### src/rtl/sdram_params.svh
`ifndef SDRAM_PARAMS_SVH
`define SDRAM_PARAMS_SVH

`define SDRAM_BANK_W       2
`define SDRAM_ROW_W        11
`define SDRAM_COL_W        8
`define SDRAM_A_W          13
`define SDRAM_DQ_W         16

`define SDRAM_CAS_LAT      3
`define SDRAM_RCD          2   // tRCD in clocks

`define SDRAM_SLOTS        8   // clocks per frame
`define SDRAM_INIT_FRAMES  16
`define SDRAM_PRE_FRAME    15
`define SDRAM_LDM_FRAME    4

// single writes, standard op, CL3, sequential, burst of 1
`define SDRAM_MODE_WORD    13'b000_1_00_011_0_000

`endif
### src/rtl/sdram_pkg.sv
`include "sdram_params.svh"

package sdram_pkg;

	// {ras_n, cas_n, we_n}
	typedef enum logic [2:0] {
		CMD_LOAD_MODE = 3'b000,
		CMD_REFRESH   = 3'b001,
		CMD_PRECHARGE = 3'b010,
		CMD_ACTIVE    = 3'b011,
		CMD_WRITE     = 3'b100,
		CMD_READ      = 3'b101,
		CMD_NOP       = 3'b111
	} sdram_cmd_e;

	typedef enum logic [1:0] {
		STEP_NORMAL    = 2'b00,
		STEP_REFRESH   = 2'b01,
		STEP_LOAD_MODE = 2'b10,
		STEP_PRECHARGE = 2'b11
	} init_step_e;

	typedef struct packed {
		logic                       we;     // 1 = write
		logic [`SDRAM_BANK_W-1:0]   bank;
		logic [`SDRAM_ROW_W-1:0]    row;
		logic [`SDRAM_COL_W-1:0]    col;
		logic [`SDRAM_DQ_W-1:0]     wdata;
		logic [`SDRAM_DQ_W/8-1:0]   be;
	} host_req_t;

	typedef struct packed {
		sdram_cmd_e                 cmd;
		logic [`SDRAM_BANK_W-1:0]   bank;
		logic [`SDRAM_ROW_W-1:0]    row;
		logic [`SDRAM_COL_W-1:0]    col;
		logic                       ap;       // auto-precharge / all banks
		logic [`SDRAM_DQ_W-1:0]     wdata;
		logic [`SDRAM_DQ_W/8-1:0]   be;
		logic                       read_tag;
	} slot_op_t;

	typedef struct packed {
		logic                       cs_n;
		logic                       ras_n;
		logic                       cas_n;
		logic                       we_n;
		logic [`SDRAM_BANK_W-1:0]   bank;
		logic [`SDRAM_A_W-1:0]      addr;
		logic [`SDRAM_DQ_W/8-1:0]   dqm;
	} sdram_pins_t;

endpackage

### src/rtl/sdram_ctrl_top.sv
`timescale 1ns/1ps
`include "sdram_params.svh"

module sdram_ctrl_top import sdram_pkg::*; (
	input  logic                   clk,
	input  logic                   reset,
	input  logic                   req,
	input  host_req_t              request,
	output logic                   ack,
	output logic [`SDRAM_DQ_W-1:0] rdata,
	output sdram_pins_t            pins,
	output logic [`SDRAM_DQ_W-1:0] dq_out,
	output logic                   dq_oe,
	input  logic [`SDRAM_DQ_W-1:0] dq_in
);

	logic       pending;
	logic       take;
	logic       wr_done;  // from the WRITE slot
	logic       rd_done;  // from the read capture
	logic       frame_end;
	logic       init_done;
	host_req_t  held;
	init_step_e init_step;
	slot_op_t   op;

	host_port u_host_port (
		.clk     (clk),
		.reset   (reset),
		.req     (req),
		.request (request),
		.take    (take),
		.done    (wr_done | rd_done),
		.pending (pending),
		.held    (held),
		.ack     (ack)
	);

	init_sequencer u_init_sequencer (
		.clk       (clk),
		.reset     (reset),
		.frame_end (frame_end),
		.init_step (init_step),
		.init_done (init_done)
	);

	slot_scheduler u_slot_scheduler (
		.clk       (clk),
		.reset     (reset),
		.init_step (init_step),
		.init_done (init_done),
		.pending   (pending),
		.held      (held),
		.take      (take),
		.done      (wr_done),
		.frame_end (frame_end),
		.op        (op)
	);

	sdram_cmd_out u_sdram_cmd_out (
		.clk    (clk),
		.reset  (reset),
		.op     (op),
		.pins   (pins),
		.dq_out (dq_out),
		.dq_oe  (dq_oe)
	);

	read_return u_read_return (
		.clk      (clk),
		.reset    (reset),
		.read_tag (op.read_tag),
		.dq_in    (dq_in),
		.rdata    (rdata),
		.done     (rd_done)
	);

endmodule

### src/rtl/read_return.sv
`timescale 1ns/1ps
`include "sdram_params.svh"

module read_return (
	input  logic                   clk,
	input  logic                   reset,
	input  logic                   read_tag,
	input  logic [`SDRAM_DQ_W-1:0] dq_in,
	output logic [`SDRAM_DQ_W-1:0] rdata,
	output logic                   done
);

	// stage 0 lines up with the READ on the pins
	logic [`SDRAM_CAS_LAT:0] tag_line;

	always_ff @(posedge clk) begin
		if (reset)
			tag_line <= '0;
		else
			tag_line <= {tag_line[`SDRAM_CAS_LAT-1:0], read_tag};
	end

	always_ff @(posedge clk) begin
		if (tag_line[`SDRAM_CAS_LAT])
			rdata <= dq_in;  // data valid this cycle
	end

	assign done = tag_line[`SDRAM_CAS_LAT];

endmodule

### src/rtl/sdram_cmd_out.sv
`timescale 1ns/1ps
`include "sdram_params.svh"

module sdram_cmd_out import sdram_pkg::*; (
	input  logic                   clk,
	input  logic                   reset,
	input  slot_op_t               op,
	output sdram_pins_t            pins,
	output logic [`SDRAM_DQ_W-1:0] dq_out,
	output logic                   dq_oe
);

	localparam int AP_BIT = 10;

	logic [`SDRAM_A_W-1:0] addr_next;
	logic                  is_write;

	assign is_write = (op.cmd == CMD_WRITE);

	always_comb begin
		addr_next = '0;
		case (op.cmd)
			CMD_ACTIVE:
				addr_next[`SDRAM_ROW_W-1:0] = op.row;
			CMD_READ, CMD_WRITE: begin
				addr_next[`SDRAM_COL_W-1:0] = op.col;
				addr_next[AP_BIT]           = op.ap;
			end
			CMD_LOAD_MODE:
				addr_next = `SDRAM_MODE_WORD;
			CMD_PRECHARGE:
				addr_next[AP_BIT] = op.ap;
			default:
				addr_next = '0;
		endcase
	end

	always_ff @(posedge clk) begin
		if (reset) begin
			pins.cs_n  <= 1'b1;
			pins.ras_n <= 1'b1;
			pins.cas_n <= 1'b1;
			pins.we_n  <= 1'b1;
			dq_oe      <= 1'b0;
		end else begin
			pins.cs_n <= (op.cmd == CMD_NOP);  // deselect when idle
			{pins.ras_n, pins.cas_n, pins.we_n} <= op.cmd;
			dq_oe <= is_write;
		end
		pins.bank <= op.bank;
		pins.addr <= addr_next;
		pins.dqm  <= is_write ? ~op.be : '0;  // reads never masked
		dq_out    <= op.wdata;
	end

endmodule

### src/rtl/slot_scheduler.sv
`timescale 1ns/1ps
`include "sdram_params.svh"

module slot_scheduler import sdram_pkg::*; (
	input  logic       clk,
	input  logic       reset,
	input  init_step_e init_step,
	input  logic       init_done,
	input  logic       pending,
	input  host_req_t  held,
	output logic       take,
	output logic       done,
	output logic       frame_end,
	output slot_op_t   op
);

	localparam int SLOT_W = $clog2(`SDRAM_SLOTS);

	localparam logic [SLOT_W-1:0] ACT_SLOT  = '0;
	localparam logic [SLOT_W-1:0] CAS_SLOT  = SLOT_W'(`SDRAM_RCD + 1);
	localparam logic [SLOT_W-1:0] LAST_SLOT = SLOT_W'(`SDRAM_SLOTS - 1);

	logic [SLOT_W-1:0] slot;
	logic              inflight;  // request owns this frame
	host_req_t         cur;

	assign frame_end = (slot == LAST_SLOT);
	assign take      = frame_end && pending && init_done;
	assign done      = init_done && inflight && cur.we && (slot == CAS_SLOT);

	always_ff @(posedge clk) begin
		if (reset) begin
			slot     <= '0;
			inflight <= 1'b0;
		end else begin
			slot <= frame_end ? '0 : slot + 1'b1;
			if (take)
				inflight <= 1'b1;
			else if (slot == CAS_SLOT)
				inflight <= 1'b0;  // auto-precharge closes the row
		end
	end

	always_ff @(posedge clk) begin
		if (take)
			cur <= held;
	end

	always_comb begin
		op     = '0;
		op.cmd = CMD_NOP;
		if (!init_done) begin
			if (slot == ACT_SLOT) begin
				case (init_step)
					STEP_PRECHARGE: begin
						op.cmd = CMD_PRECHARGE;
						op.ap  = 1'b1;  // all banks
					end
					STEP_LOAD_MODE: op.cmd = CMD_LOAD_MODE;
					STEP_REFRESH:   op.cmd = CMD_REFRESH;
					default:        op.cmd = CMD_NOP;
				endcase
			end
		end else if (slot == ACT_SLOT) begin
			if (inflight) begin
				op.cmd  = CMD_ACTIVE;
				op.bank = cur.bank;
				op.row  = cur.row;
			end else begin
				op.cmd = CMD_REFRESH;  // idle frame
			end
		end else if (slot == CAS_SLOT && inflight) begin
			op.cmd      = cur.we ? CMD_WRITE : CMD_READ;
			op.bank     = cur.bank;
			op.col      = cur.col;
			op.ap       = 1'b1;
			op.wdata    = cur.wdata;
			op.be       = cur.be;
			op.read_tag = !cur.we;
		end
	end

endmodule

### src/rtl/init_sequencer.sv
`timescale 1ns/1ps
`include "sdram_params.svh"

module init_sequencer import sdram_pkg::*; (
	input  logic       clk,
	input  logic       reset,
	input  logic       frame_end,
	output init_step_e init_step,
	output logic       init_done
);

	localparam int CNT_W = $clog2(`SDRAM_INIT_FRAMES);

	localparam logic [CNT_W-1:0] FIRST_FRAME = CNT_W'(`SDRAM_INIT_FRAMES - 1);
	localparam logic [CNT_W-1:0] PRE_FRAME   = CNT_W'(`SDRAM_PRE_FRAME);
	localparam logic [CNT_W-1:0] LDM_FRAME   = CNT_W'(`SDRAM_LDM_FRAME);

	logic [CNT_W-1:0] frame_cnt;  // counts down to 0

	always_ff @(posedge clk) begin
		if (reset) begin
			frame_cnt <= FIRST_FRAME;
			init_done <= 1'b0;
		end else if (frame_end && !init_done) begin
			if (frame_cnt == '0)
				init_done <= 1'b1;
			else
				frame_cnt <= frame_cnt - 1'b1;
		end
	end

	always_comb begin
		if (init_done)
			init_step = STEP_NORMAL;
		else if (frame_cnt == PRE_FRAME)
			init_step = STEP_PRECHARGE;
		else if (frame_cnt == LDM_FRAME)
			init_step = STEP_LOAD_MODE;
		else
			init_step = STEP_REFRESH;
	end

endmodule

### src/rtl/host_port.sv
`timescale 1ns/1ps
`include "sdram_params.svh"

module host_port import sdram_pkg::*; (
	input  logic      clk,
	input  logic      reset,
	input  logic      req,
	input  host_req_t request,
	input  logic      take,
	input  logic      done,
	output logic      pending,
	output host_req_t held,
	output logic      ack
);

	logic busy;   // request latched, not yet released
	logic taken;  // scheduler owns it
	logic accept;

	assign accept = req && !busy;

	always_ff @(posedge clk) begin
		if (reset) begin
			busy  <= 1'b0;
			taken <= 1'b0;
			ack   <= 1'b0;
		end else if (ack && !req) begin
			// host released req, close the handshake
			busy  <= 1'b0;
			taken <= 1'b0;
			ack   <= 1'b0;
		end else begin
			if (accept)
				busy <= 1'b1;
			if (take)
				taken <= 1'b1;
			if (done)
				ack <= 1'b1;
		end
	end

	always_ff @(posedge clk) begin
		if (accept)
			held <= request;
	end

	assign pending = busy && !taken && !ack;

endmodule

### config.mk
export PLATFORM = sky130hd
export DESIGN_NAME = sdram_ctrl_top
export DESIGN_NICKNAME = d
export VERILOG_FILES = /design/src/rtl/sdram_pkg.sv /design/src/rtl/sdram_ctrl_top.sv /design/src/rtl/read_return.sv /design/src/rtl/sdram_cmd_out.sv /design/src/rtl/slot_scheduler.sv /design/src/rtl/init_sequencer.sv /design/src/rtl/host_port.sv
export VERILOG_INCLUDE_DIRS = /design/src /design/src/rtl
export SDC_FILE = /design/constraint.sdc
export NUM_CORES = 1
export LEC_CHECK = 0
export ABC_AREA = 1
export BUFFER_PORTS_ARGS = -buffer_cell sky130_fd_sc_hd__buf_2
export CORE_MARGIN = 5
export CORE_UTILIZATION = 55
export DETAILED_ROUTE_END_ITERATION = 10
export GPL_TIMING_DRIVEN = 0
export PLACE_DENSITY = 0.89
export SKIP_CTS_REPAIR_TIMING = 1
export SYNTH_ARGS = -nofsm -noshare
export SYNTH_HDL_FRONTEND = slang
export SYNTH_SLANG_ARGS = --single-unit
### constraint.sdc
create_clock -name clk -period 5.9 [get_ports clk]
set_input_delay 0.885 -clock clk [delete_from_list [all_inputs] [get_ports clk]]
set_output_delay 0.885 -clock clk [all_outputs]
set_load 0.05 [all_outputs]
After elaboration in Yosys (flattened, before gate mapping)
Cells that the tools add are included.

storage, ports and cells
  register bits after elaboration = 148
  bits in latches = 0
  memory bits (writable) = 0
  ROM bits = 0
  bits of input ports = 59
  logic and storage cells = 103
  memories = 0

cells by class
  add/subtract/negate cells = 2
  $mul = 0
  div/mod/pow operators = 0
  $lt $le $gt $ge = 0
  equal/unequal tests = 12
  shift-type cells = 0
  multiplexer cells = 24
  bitwise logic cells = 5
  reduce and logical (&&, ||, !) cells = 29

operators with widths
  cell                  number
  $mux W28              2
  $pmux W8 S3           1
  $mux W19              1
  $mux W13              1
  $eq A3 B3 Y1 const B  4
  $logic_and A1 B1 Y1   11
  $mux W11              1
  $mux W5               2
  $eq A3 B2 Y1 const B  3
  $mux W3               3
  $pmux W3 S3           1
  $mux W2               4
  $logic_not A1 Y1      6
  $logic_not A3 Y1      2
  $mux W1               6
  $reduce_or A2 Y1      3
  $reduce_or A3 Y1      2
  $eq A2 B2 Y1 const B  2
  $eq A4 B3 Y1 const B  1
  $eq A4 B4 Y1 const B  1
  $logic_not A4 Y1      1
  $pmux W2 S2           1
  $reduce_and A2 Y1     2
  $reduce_or A4 Y1      1
  8 further kinds       10

Logic depth before layout (Yosys ltp)
Gate-level depths: netlist (run 1).

  depth after elaboration = 11
  mapped depth = 8
  mapped depth without buffers = 7

Hierarchy
A second synthesis (run 1) with hierarchy kept.

unflattened totals
  cells, all modules = 402
  area, all modules = 5,109.9 µm²

by module, submodules not included
  module          times used  cells each  area an instance (µm²)  sequential area each (µm²)
  slot_scheduler  1           182         1,915.6                 1,281.2
  host_port       1           55          1,315.0                 1,261.2
  sdram_cmd_out   1           89          967.2                   720.7
  read_return     1           28          590.6                   560.5
  init_sequencer  1           45          310.3                   100.1
  sdram_ctrl_top  1           3           11.3                    0.0

Worst setup path after synthesis (run 1)
No wires, ideal clock.

  path kind = input to register
  from = in req
  to = reg, netlist name u_host_port.held[0]
  data arrival time = 2.623 ns
  required time = 5.462 ns
  slack = 2.839 ns
  stages = 2
  cell sequence = inv_1 nor2_1

between the ends
  longest elaborated chain between the ends = 1

ends and longest elaborated chain
  element                 RTL line             RTL
  start: declaration      sdram_ctrl_top.sv:7  input logic req,
  $logic_and A1 B1 Y1     host_port.sv:20      assign accept = req && !busy;
  via u_host_port.accept  host_port.sv:18      logic accept;

The timed path passes the listed nets, and every way through them passes these cells.
A chain may end at the register's enable or synchronous reset.

Worst setup path after layout (run 1)
  from = reg u_host_port.ack
  to = out ack

RTL lines
  element                   RTL line             RTL
  start: declaration        host_port.sv:13      output logic ack
  start signal: assignment  host_port.sv:26      ack <= 1'b0;
  start signal: assignment  host_port.sv:31      ack <= 1'b0;
  start signal: assignment  host_port.sv:38      ack <= 1'b1;
  end: declaration          sdram_ctrl_top.sv:9  output logic ack,

No word-level cell between the ends.

==> summary.md, run 1 <==
| Metric | Value |
|---|---|
| I/O pin cnt | 114 |
| Final Cycle Share | 0.365 |
| Cells after synthesis | 323 |
| Congestion Overflow GR | 0 |
| Initial antenna violation count | 0 |
| P_sw | 0.480 mW |
| Worst Path Buf+Inv | 1 |
| CTS clk-pin slew, worst paths | 0.06 ns |
| Fin cells | 576 |
| Synth Register Bits | 148 |
| Largest net degree at the start of global routing | 41 |
| Std cell rows | 34 |
| VDD IR max | 0.000254 V |
| Root Buffer | clkbuf_8 |
| Async S/R FF share, synth | 0 |
| EDFF count, synth | 96 |
| Status | completed |
| Die Height | 104 microns |
| Number of global-route vias before repair | 2832 |
| Crit. End Element | output port |
| Hold WS | 0.407 ns |
| Final Hold Fails | 0 |
| Comb pwr share | 0.036 |
| CP peak stage delay | 0.45 ns |
| Final min period | 2.15 ns |
| Internal Power | 1.75 mW |
| Max_slew headroom | 0.470 |
| Synth top area share | 0.598 |
| Yosys warns | 0 |
| Switch share | 0.216 |
| Clock latency on the worst-skew pair | 0.51 ns |
| DR pass1 iterations | 5 |
| Antenna cells | 0 |
| Vias per Instance | 4.78 |
| Residual DRC count | 0 |
| Initial DRC count | 161 |
| Area Growth Syn to Fin | 27.0% |
| Power Density | 363 nW/um^2 |
| Routability congestion estimate | 0.826 |
| CP top delay family | flip-flops |
| WP data required | 5.02 ns |
| CP Cell Sequence | buf_2 |
| Hpwl dp | 5.70 mm |
| CP max-delay cell | dfxtp_1 |
| Leak pwr | 2.59 nW |
| Area leader, netlist | edfxtp_1 |
| Avg Inst Size Synth | 14.9 sq um |
| Post-route antenna net violation count | 0 |
| Worst Setup Path Type | flop to output port |
| Synth area leaders | edfxtp_1 60%, dfxtp_1 22%, nand3_1 2.8% |
| Core area | 8640 sq um |
| CP Max Fanout | 4 |
| Max Cap Violations | 0 |
| Register area share after synthesis | 0.813 |
| Worst slew pin tran | 0.794 ns |
| Fillers | 576 |
| Yosys cell types | 28 |
| Cell Area, Synth | 4820 sq um |
| Commonest cells post-synth | 96 x edfxtp_1, 52 x dfxtp_1, 34 x inv_1 |
| Die X | 104 microns |
| Part of the power in registers | 0.509 |
| Max Root-Sink Buffers | 2 |
| Avg WL per Cell | 13.8 microns |
| Startpoint type of the worst setup path | flop |
| Total negative slack | 0 ns |
| Hold/Removal Path Class | flop to flop |
| GRT Overall Usage | 0.158 |
| Initial Utilization | 0.559 |
| Inst Count DP | 544 |
| # clock sinks | 148 |
| NumNets Final | 520 |
| FMAX | 464 MHz |
| Crit path arrival time | 1.27 ns |
| Fin. max-slew vios | 0 |
| Fraction of layout cells with a size suffix above 1 | 0.368 |
| Clk_skew | 0.00763 ns |
| Final setup vio count | 0 |
| CTS tree | done |
| Reg-to-reg slack, setup | 4.01 ns |
| Clock power share | 0.455 |
| Die Area | 10700 sq um |
| RSZ-0062 raised after global routing | no |
| CTS H-tree lvls | 4 |
| Port buffer count | 111 |
| Clock buffer count from CTS | 17 |
| First-pass GRT wire length | 13.4 mm |
| Count leader, synth | edfxtp_1 |
| Final WL | 7.97 mm |
| Vias | 2751 |
| Top_reg_cell synth | edfxtp_1 |
[routing by layer]
metal / part of all wire / GRT usage
met1: 0.39 / 0.181
met2: 0.51 / 0.270
met3: 0.078 / 0.0634
met4: 0.016 / 0.0500
met5: 0 / 0
[kinds of logic after synthesis]
family / share of synthesized area
xor gates and xnor gates: 0.00182
DFF: 0.813
AOI/OAI and AO/OA: 0.0145
other: 0.000777
adders and majority gates: 0.0156
buffers and inverters: 0.0485
and+or+nand+nor: 0.106
[per-stage QoR]
stage / cell area (sq um) / total power, mW / util / setup slack, ns
detailed placement: 5550 / 1.24 / 0.642 / 3.54
CTS: 6130 / 2.24 / 0.710 / 3.53
finish: 6130 / 2.23 / 0.710 / 3.75
floorplan: 4830 / 1.20 / - / 2.84
global route: 6130 / 2.31 / 0.710 / 3.69
global placement: 5520 / 1.23 / 0.639 / 2.20
[power groups by stage]
stage | clock (mW) | sequential, mW | combinational, mW
after floorplan | 0 | 1.17 | 0.0318
after global routing | 1.09 | 1.14 | 0.0866
after CTS | 1.03 | 1.13 | 0.0799
after global placement | 0 | 1.16 | 0.0727
after detailed placement | 0 | 1.16 | 0.0798
final | 1.01 | 1.13 | 0.0800
[sequential cells by signal, indices dropped and copies added, names as in the netlist, 3 cells and up]
register,cells
u_sdram_cmd_out.pins,19
u_host_port.held,40
u_read_return.tag_line,4
u_sdram_cmd_out.dq_out,16
u_slot_scheduler.slot,3
u_slot_scheduler.cur,40
u_init_sequencer.frame_cnt,4
u_read_return.rdata,16
[layout make-up]
class	count	area, sq um	share of cell area
sequential	148	3920	0.640
multi-input combinational	127	678	0.111
timing repair buffer	112	576	0.0939
clock buffer	20	478	0.0780
inverter	37	141	0.0231
tap	108	135	0.0220
clock inverter	12	105	0.0171
buffer	12	92.6	0.0151
[final timing paths]
path / startpoint / endpoint / cells past startpoint
setup / recovery: u_host_port.ack / ack / 1
hold / removal: u_read_return.tag_line[2] / u_read_return.tag_line[3] / 2
setup reg to reg: u_slot_scheduler.slot[0] / u_slot_scheduler.cur[18] / 4
hold reg to reg: u_read_return.tag_line[2] / u_read_return.tag_line[3] / 2
[layout by cell type, fill, tap and decap left out, drive strengths merged]
cell type / Yosys / layout
ha: 6 / 6
nor2: 34 / 34
o21ai: 7 / 7
nor3b: 2 / 2
dfxtp: 52 / 52
nand4: 3 / 3
nor3: 5 / 5
inv: 37 / 44
o21bai: 2 / 2
nand2: 30 / 30
nand3b: 1 / 1
xor2: 1 / 1
a21oi: 4 / 4
clkinvlp: 0 / 2
clkbuf: 0 / 20
buf: 12 / 124
or2: 1 / 1
nand3: 29 / 29
edfxtp: 96 / 96
conb: 1 / 2
clkinv: 0 / 3
(Power assumes the default switching activity.)
==> run 2, diff against run 1 <==
--- a/config.mk
+++ b/config.mk
@@ -9,10 +9,10 @@
 export ABC_AREA = 1
 export BUFFER_PORTS_ARGS = -buffer_cell sky130_fd_sc_hd__buf_2
 export CORE_MARGIN = 5
-export CORE_UTILIZATION = 55
+export CORE_UTILIZATION = 47
 export DETAILED_ROUTE_END_ITERATION = 10
 export GPL_TIMING_DRIVEN = 0
-export PLACE_DENSITY = 0.89
+export PLACE_DENSITY = 0.82
 export SKIP_CTS_REPAIR_TIMING = 1
 export SYNTH_ARGS = -nofsm -noshare
 export SYNTH_HDL_FRONTEND = slang
==> constraint.sdc (replaced) <==
create_clock -name clk -period 1.7 [get_ports clk]
set_input_delay 0.255 -clock clk [delete_from_list [all_inputs] [get_ports clk]]
set_output_delay 0.255 -clock clk [all_outputs]
set_load 0.05 [all_outputs]
==> summary.md, run 2 (same netlist as run 1, synthesis figures left out) <==
| Metric | Value |
|---|---|
| Status | complete, but fails checks (was completed) |
| Failing checks | negative hold slack |
| I/O pin cnt | 114 (unchanged) |
| Fillers | 714 (was 576) |
| Worst Setup Path Type | flop to flop (was flop to output port) |
| Root Buffer | clkbuf_8 (unchanged) |
| HP Start | req (was u_read_return.tag_line[2]) |
| Initial antenna violation count | 0 (unchanged) |
| Hold/Removal Path Class | input port to flop (was flop to flop) |
| Routability congestion estimate | 0.783 (was 0.826) |
| Antenna cells | 0 (unchanged) |
| Final Cycle Share | 0.956 |
| Final min period | 1.62 ns |
| Number of global-route vias before repair | 2837 (was 2832) |
| DR pass1 iterations | 4 (was 5) |
| Most common cell after layout, fill and taps aside | buf_2 (unchanged) |
| Largest net degree at the start of global routing | 41 (unchanged) |
| Congestion Overflow GR | 0 (unchanged) |
| Max Cap Violations | 0 (unchanged) |
| Largest regs | u_host_port.held (40), u_slot_scheduler.cur (40), u_sdram_cmd_out.pins (19) (unchanged) |
| Power Density | 1150 nW/um^2 (was 363 nW/um^2) |
| Reg-to-Reg End | u_slot_scheduler.cur[38] (was u_slot_scheduler.cur[18]) |
| VDD IR max | 0.000615 V (was 0.000254 V) |
| Die Height | 111 microns (was 104 microns) |
| Area Growth Syn to Fin | 39.6% (was 27.0%) |
| Commonest non-fill, non-tap cells in the layout | 116 x buf_2, 96 x edfxtp_1, 56 x dlygate4sd3_1 (was 116 x buf_2, 96 x edfxtp_1, 52 x dfxtp_1) |
| Fraction of layout cells with a size suffix above 1 | 0.328 (was 0.368) |
| Final setup vio count | 0 (unchanged) |
| Die X | 111 microns (was 104 microns) |
| CTS H-tree lvls | 4 (unchanged) |
| Clock buffer count from CTS | 17 (unchanged) |
| Worst reg2reg path startpoint | u_init_sequencer.init_done (was u_slot_scheduler.slot[0]) |
| Max Root-Sink Buffers | 2 (unchanged) |
| Worst Reg-to-Reg Cells | 6 (was 4) |
| Startpoint type of the worst setup path | flop (unchanged) |
| CP Max Fanout | 20 (was 4) |
| Final Hold Fails | 1 (was 0) |
| Max_slew headroom | 0.285 (was 0.470) |
| Port buffer count | 111 (unchanged) |
| WHS Endpoint | u_host_port.busy (was u_read_return.tag_line[3]) |
| NumNets Final | 576 (was 520) |
| Crit. End Element | flop (was output port) |
| Avg WL per Cell | 13.4 microns (was 13.8 microns) |
| Reg-to-reg slack, setup | 0.08 ns (was 4.01 ns) |
| Clk_skew | 0.0105 ns (was 0.00763 ns) |
| Residual DRC count | 0 (unchanged) |
| Total power | 7.72 mW (was 2.23 mW) |
| Vias per Instance | 4.50 (was 4.78) |
| Fin. max-slew vios | 0 (unchanged) |
| Clock latency on the worst-skew pair | 0.51 ns (about the same) |
| Std cell rows | 37 (was 34) |
| Vias | 2972 (was 2751) |
| Hold WS | -0.000808 ns (was 0.407 ns) |
| Post-route antenna net violation count | 0 (unchanged) |
| First-pass GRT wire length | 13.1 mm (was 13.4 mm) |
| Total negative slack | 0 ns (unchanged) |
| Crit path arrival time | 1.79 ns (was 1.27 ns) |
| Leak pwr | 2.80 nW (was 2.59 nW) |
| Initial DRC count | 121 (was 161) |
| Final WL | 8.85 mm (was 7.97 mm) |
| Die Area | 12400 sq um (was 10700 sq um) |
| WP data required | 1.87 ns (was 5.02 ns) |
| Initial Utilization | 0.474 (was 0.559) |
| CTS tree | done (unchanged) |
| FMAX | 616 MHz |
| Hpwl dp | 5.73 mm (was 5.70 mm) |
| CTS clk-pin slew, worst paths | 0.06 ns (about the same) |
| Worst slew pin tran | 1.07 ns (was 0.794 ns) |
| Cell count of the worst hold path | 3 (was 2) |
| Core area | 10200 sq um (was 8640 sq um) |
| GRT Overall Usage | 0.137 (was 0.158) |
| # clock sinks | 148 (unchanged) |
[run 2: cell types whose count changed in the layout (fill, tap and decap cells not counted), moves of 3 or more]
cell,before,now
clkbuf_1,0,5
inv_8,3,0
dfxtp_1,52,49
dfxtp_2,0,3
clkinv_2,0,3
dlygate4sd3_1,0,56
[run 2: layer usage]
layer / up-vias / global-route usage / part of all wire
li1: 1468 / - / -
met3: 15 / 0.0535 / 0.065
met4: 0 / 0.0616 / 0.014
met2: 93 / 0.230 / 0.53
met1: 1396 / 0.154 / 0.39
met5: - / 0 / 0
[run 2: cell type report]
type / instances / area [sq um] / share of cell area
clock buffers: 24 / 483 / 0.0717
well taps: 136 / 170 / 0.0253
flip-flops and latches: 148 / 3930 / 0.583
plain buffers: 12 / 96.3 / 0.0143
inverters: 37 / 148 / 0.0219
repair inverters: 1 / 7.51 / 0.00111
clock inverters: 8 / 75.1 / 0.0111
repair buffers: 167 / 1120 / 0.166
multi-input cells: 127 / 711 / 0.106
[run 2: where the power goes]
| group | total, mW | internal [mW] | switching [mW] |
|---|---|---|---|
| clock network | 3.41 | 2.11 | 1.30 |
| registers | 3.94 | 3.91 | 0.0251 |
| logic | 0.372 | 0.176 | 0.197 |
[run 2: worst max-delay path, cell delays in order, from the launching register on]
cell and delay, ns:
dfxtp_2 0.33, buf_6 0.14, inv_6 0.05, buf_8 0.14, nor3_4 0.15, nand3_4 0.14
clkinvlp_4 0.35
[run 2: how the worst max path moves through the flow]
stage                               start                  endpoint  cells past startpoint
3_5_place_dp     u_slot_scheduler.slot[0]   u_slot_scheduler.cur[4]                      4
5_1_grt          u_slot_scheduler.slot[0]  u_slot_scheduler.cur[36]                      4
4_1_cts          u_slot_scheduler.slot[0]  u_slot_scheduler.cur[34]                      4
6_report       u_init_sequencer.init_done  u_slot_scheduler.cur[38]                      6
3_3_place_gp     u_slot_scheduler.slot[0]  u_slot_scheduler.cur[20]                      4
2_1_floorplan    u_slot_scheduler.slot[0]   u_slot_scheduler.cur[0]                      4
[run 2: per-stage QoR]
step / instance area [sq um] / setup WS, ns / std cells / utilization / hold slack, ns
after floorplan: 4860 / 0.00496 / 324 / - / 0.354
after global placement: 5590 / -0.221 / 571 / 0.549 / 0.391
after detailed placement: 5590 / -0.263 / 571 / 0.549 / 0.394
after CTS: 6150 / -0.272 / 603 / 0.604 / -0.117
after global routing: 6730 / -0.000747 / 660 / 0.661 / 0.0176
final: 6730 / 0.0754 / 660 / 0.661 / -0.000808
==> run 3, diff against run 2 <==
--- a/config.mk
+++ b/config.mk
@@ -9,11 +9,12 @@
 export ABC_AREA = 1
 export BUFFER_PORTS_ARGS = -buffer_cell sky130_fd_sc_hd__buf_2
 export CORE_MARGIN = 5
-export CORE_UTILIZATION = 47
+export CORE_UTILIZATION = 48
 export DETAILED_ROUTE_END_ITERATION = 10
 export GPL_TIMING_DRIVEN = 0
-export PLACE_DENSITY = 0.82
+export PLACE_DENSITY = 0.83
 export SKIP_CTS_REPAIR_TIMING = 1
 export SYNTH_ARGS = -nofsm -noshare
 export SYNTH_HDL_FRONTEND = slang
+export SYNTH_HIERARCHICAL = 1
 export SYNTH_SLANG_ARGS = --single-unit
==> summary.md, run 3 <==
| Metric | Value |
|---|---|
| Hpwl dp | 6.27 mm (was 5.73 mm) |
| EDFF count, synth | 96 (unchanged) |
| Cell count of the worst hold path | 3 (unchanged) |
| Largest regs | u_host_port/held (40), u_slot_scheduler/cur (40), u_sdram_cmd_out/pins (19) (was u_host_port.held (40), u_slot_scheduler.cur (40), u_sdram_cmd_out.pins (19)) |
| Clock buffer count from CTS | 17 (unchanged) |
| Final Cycle Share | 1.27 (was 0.956) |
| Fin. max-slew vios | 0 (unchanged) |
| Async S/R FF share, synth | 0 (unchanged) |
| Max_slew headroom | 0.276 (was 0.285) |
| Routability congestion estimate | 0.750 (was 0.783) |
| Avg Inst Size Synth | 12.7 sq um (was 14.9 sq um) |
| Core area | 10400 sq um (was 10200 sq um) |
| Clock latency on the worst-skew pair | 0.51 ns (about the same) |
| # clock sinks | 148 (unchanged) |
| Commonest non-fill, non-tap cells in the layout | 114 x buf_2, 96 x edfxtp_1, 61 x inv_1, 61 x nor2_1, 56 x dlygate4sd3_1 (was 116 x buf_2, 96 x edfxtp_1, 56 x dlygate4sd3_1) |
| Area leader, netlist | edfxtp_1 (unchanged) |
| Failing checks | negative setup slack (was negative hold slack) |
| Pre-CTS worst setup slack | -0.561 ns (was -0.263 ns) |
| Cells after synthesis | 402 (was 323) |
| Final WL | 10.4 mm (was 8.85 mm) |
| CTS H-tree lvls | 4 (unchanged) |
| Largest net degree at the start of global routing | 42 (was 41) |
| Post-route antenna net violation count | 0 (unchanged) |
| Die Area | 12800 sq um (was 12400 sq um) |
| Worst Setup Path Type | flop to flop (unchanged) |
| DR pass1 iterations | 5 (was 4) |
| Final setup vio count | 59 (was 0) |
| Fin cells | 749 (was 660) |
| Startpoint type of the worst setup path | flop (unchanged) |
| Cell Area, Synth | 5110 sq um (was 4820 sq um) |
| Fraction of layout cells with a size suffix above 1 | 0.336 (was 0.328) |
| Top_reg_cell synth | edfxtp_1 (unchanged) |
| FMAX | 463 MHz (was 616 MHz) |
| Register area share after synthesis | 0.768 (was 0.813) |
| Die X | 113 microns (was 111 microns) |
| Final Hold Fails | 0 (was 1) |
| First-pass GRT wire length | 14.6 mm (was 13.1 mm) |
| Final min period | 2.16 ns (was 1.62 ns) |
| Commonest cells post-synth | 96 x edfxtp_1, 68 x inv_1, 63 x nand2_1, 63 x nor2_1, 52 x dfxtp_1 (was 96 x edfxtp_1, 52 x dfxtp_1, 34 x inv_1) |
| CTS clk-pin slew, worst paths | 0.06 ns (about the same) |
| Synth top area share | 0.564 (was 0.598) |
| I/O pin cnt | 114 (unchanged) |
| Vias | 3407 (was 2972) |
| Inst Count DP | 650 (was 571) |
| Most common cell after layout, fill and taps aside | buf_2 (unchanged) |
| Yosys cell types | 26 (was 28) |
| Yosys warns | 6 (was 0) |
| Power Density | 1140 nW/um^2 (was 1150 nW/um^2) |
| Residual DRC count | 0 (unchanged) |
| CTS tree | done (unchanged) |
| Synth area leaders | edfxtp_1 56%, dfxtp_1 20%, inv_1 5.0% (was edfxtp_1 60%, dfxtp_1 22%, nand3_1 2.8%) |
| Avg WL per Cell | 13.8 microns (was 13.4 microns) |
| Reg-to-reg slack, setup | -0.46 ns (was 0.08 ns) |
| Crit path arrival time | 2.61 ns (was 1.79 ns) |
| GRT Overall Usage | 0.148 (was 0.137) |
| Area Growth Syn to Fin | 41.4% (was 39.6%) |
| Status | complete, but fails checks (unchanged) |
| Max Cap Violations | 0 (unchanged) |
| Hold/Removal Path Class | input port to flop (unchanged) |
| Count leader, synth | edfxtp_1 (unchanged) |
| Leak pwr | 3.26 nW (was 2.80 nW) |
| CP Max Fanout | 5 (was 20) |
| Worst slew pin tran | 1.08 ns (was 1.07 ns) |
| NumNets Final | 669 (was 576) |
| RSZ-0062 raised after global routing | yes |
| Worst reg2reg path startpoint | u_init_sequencer/frame_cnt[0] (was u_init_sequencer.init_done) |
| Core Util, Final | 0.697 (was 0.661) |
| HP Start | req (unchanged) |
| VDD IR max | 0.000705 V (was 0.000615 V) |
| Die Height | 113 microns (was 111 microns) |
| Vias per Instance | 4.55 (was 4.50) |
| Number of global-route vias before repair | 3106 (was 2837) |
| Congestion Overflow GR | 0 (unchanged) |
| Synth Register Bits | 148 (unchanged) |
| Root Buffer | clkbuf_8 (unchanged) |
| Initial DRC count | 172 (was 121) |
| Setup WS post-layout | -0.461 ns (was 0.0754 ns) |
| Max Root-Sink Buffers | 2 (unchanged) |
| Fillers | 688 (was 714) |
| Crit. End Element | flop (unchanged) |
| Clk_skew | 0.00845 ns (was 0.0105 ns) |
| WHS Endpoint | u_host_port/busy (was u_host_port.busy) |
| Std cell rows | 37 (unchanged) |
| Initial antenna violation count | 0 (unchanged) |
| Port buffer count | 111 (unchanged) |
| Initial Utilization | 0.493 (was 0.474) |
| WP data required | 2.15 ns (was 1.87 ns) |
| Reg-to-Reg End | u_sdram_cmd_out/pins[5] (was u_slot_scheduler.cur[38]) |
| Antenna cells | 0 (unchanged) |
| Worst Reg-to-Reg Cells | 16 (was 6) |
run 3: changes by cell type after synthesis, sizes merged:
cell / before / now
o21ai: 7 / 2
buf: 12 / 7
inv: 37 / 70
nand3: 29 / 14
nand4: 3 / 1
nor3: 5 / 1
nand2: 30 / 70
o211ai: 0 / 1
a21oi: 4 / 5
xor2: 1 / 0
o21bai: 2 / 0
nor2: 34 / 68
ha: 6 / 10
run 3: metrics by stage:
step | power [mW] | TNS, ns | hold slack [ns] | cell area, sq um
floorplan | 4.20 | -9.78 | 0.324 | 5150
global placement | 4.31 | -24.29 | 0.391 | 5880
detailed placement | 4.32 | -28.15 | 0.400 | 5880
CTS | 8.18 | -29.20 | -0.102 | 6500
global route | 8.57 | -25.60 | 0.0496 | 7230
finish | 8.27 | -16.97 | 0.0217 | 7230
run 3: worst max path at each step:
stage                                  start                       to  depth (start not counted)
4_1_cts        u_init_sequencer/frame_cnt[0]  u_sdram_cmd_out/pins[5]                         15
3_3_place_gp   u_init_sequencer/frame_cnt[0]  u_sdram_cmd_out/pins[4]                         15
5_1_grt        u_init_sequencer/frame_cnt[0]  u_sdram_cmd_out/pins[6]                         16
3_5_place_dp   u_init_sequencer/frame_cnt[0]  u_sdram_cmd_out/pins[9]                         15
6_report       u_init_sequencer/frame_cnt[0]  u_sdram_cmd_out/pins[5]                         16
2_1_floorplan  u_init_sequencer/frame_cnt[0]  u_sdram_cmd_out/pins[6]                         15
run 3: layout make-up:
| class | count | area, sq um | share of cell area |
|---|---|---|---|
| Timing Repair inverter | 2 | 13.8 | 0.00190 |
| Buffer | 7 | 48.8 | 0.00675 |
| Inverter | 70 | 282 | 0.0390 |
| Timing Repair Buffer | 175 | 1180 | 0.163 |
| Tap cell | 136 | 170 | 0.0235 |
| Sequential cell | 148 | 3930 | 0.544 |
| Clock inverter | 10 | 151 | 0.0209 |
| Clock buffer | 22 | 474 | 0.0656 |
| Multi-Input combinational cell | 179 | 978 | 0.135 |
run 3: report_power, final:
group	total [mW]	internal, mW	switching [mW]
logic	0.463	0.206	0.257
clock network	3.87	2.53	1.34
registers	3.94	3.91	0.0246
run 3: worst max-delay path, stage by stage, from the launching register on:
cell and delay [ns]:
dfxtp_4 0.35, inv_4 0.07, ha_4 0.13, inv_2 0.04, nor2_4 0.16, a21oi_2 0.05, nor3_2 0.15, inv_1 0.09
ha_1 0.27, nor2_1 0.04, o21ai_1 0.17, nand2_2 0.12, inv_2 0.11, nand2_4 0.10, inv_8 0.10, nand2_1 0.07
nand2_2 0.08
run 3: kinds of logic (layout without fill, tap and decap cells):
kind of cell    Yosys count  in the layout  synth area share
flops                   148            148             0.768
simple gates            158            159             0.137
other cells               1              2          0.000734
fa+ha+maj                10             10            0.0245
compound gates            8              8           0.00833
buf+inv                  77            286            0.0619
run 3: metal layers:
metal | global-route usage | vias up | wire, microns
li1 | - | 1681 | -
met1 | 0.169 | 1571 | 3890
met2 | 0.254 | 131 | 5430
met3 | 0.0481 | 24 | 771
met4 | 0.0625 | 0 | 272
met5 | 0 | - | 0
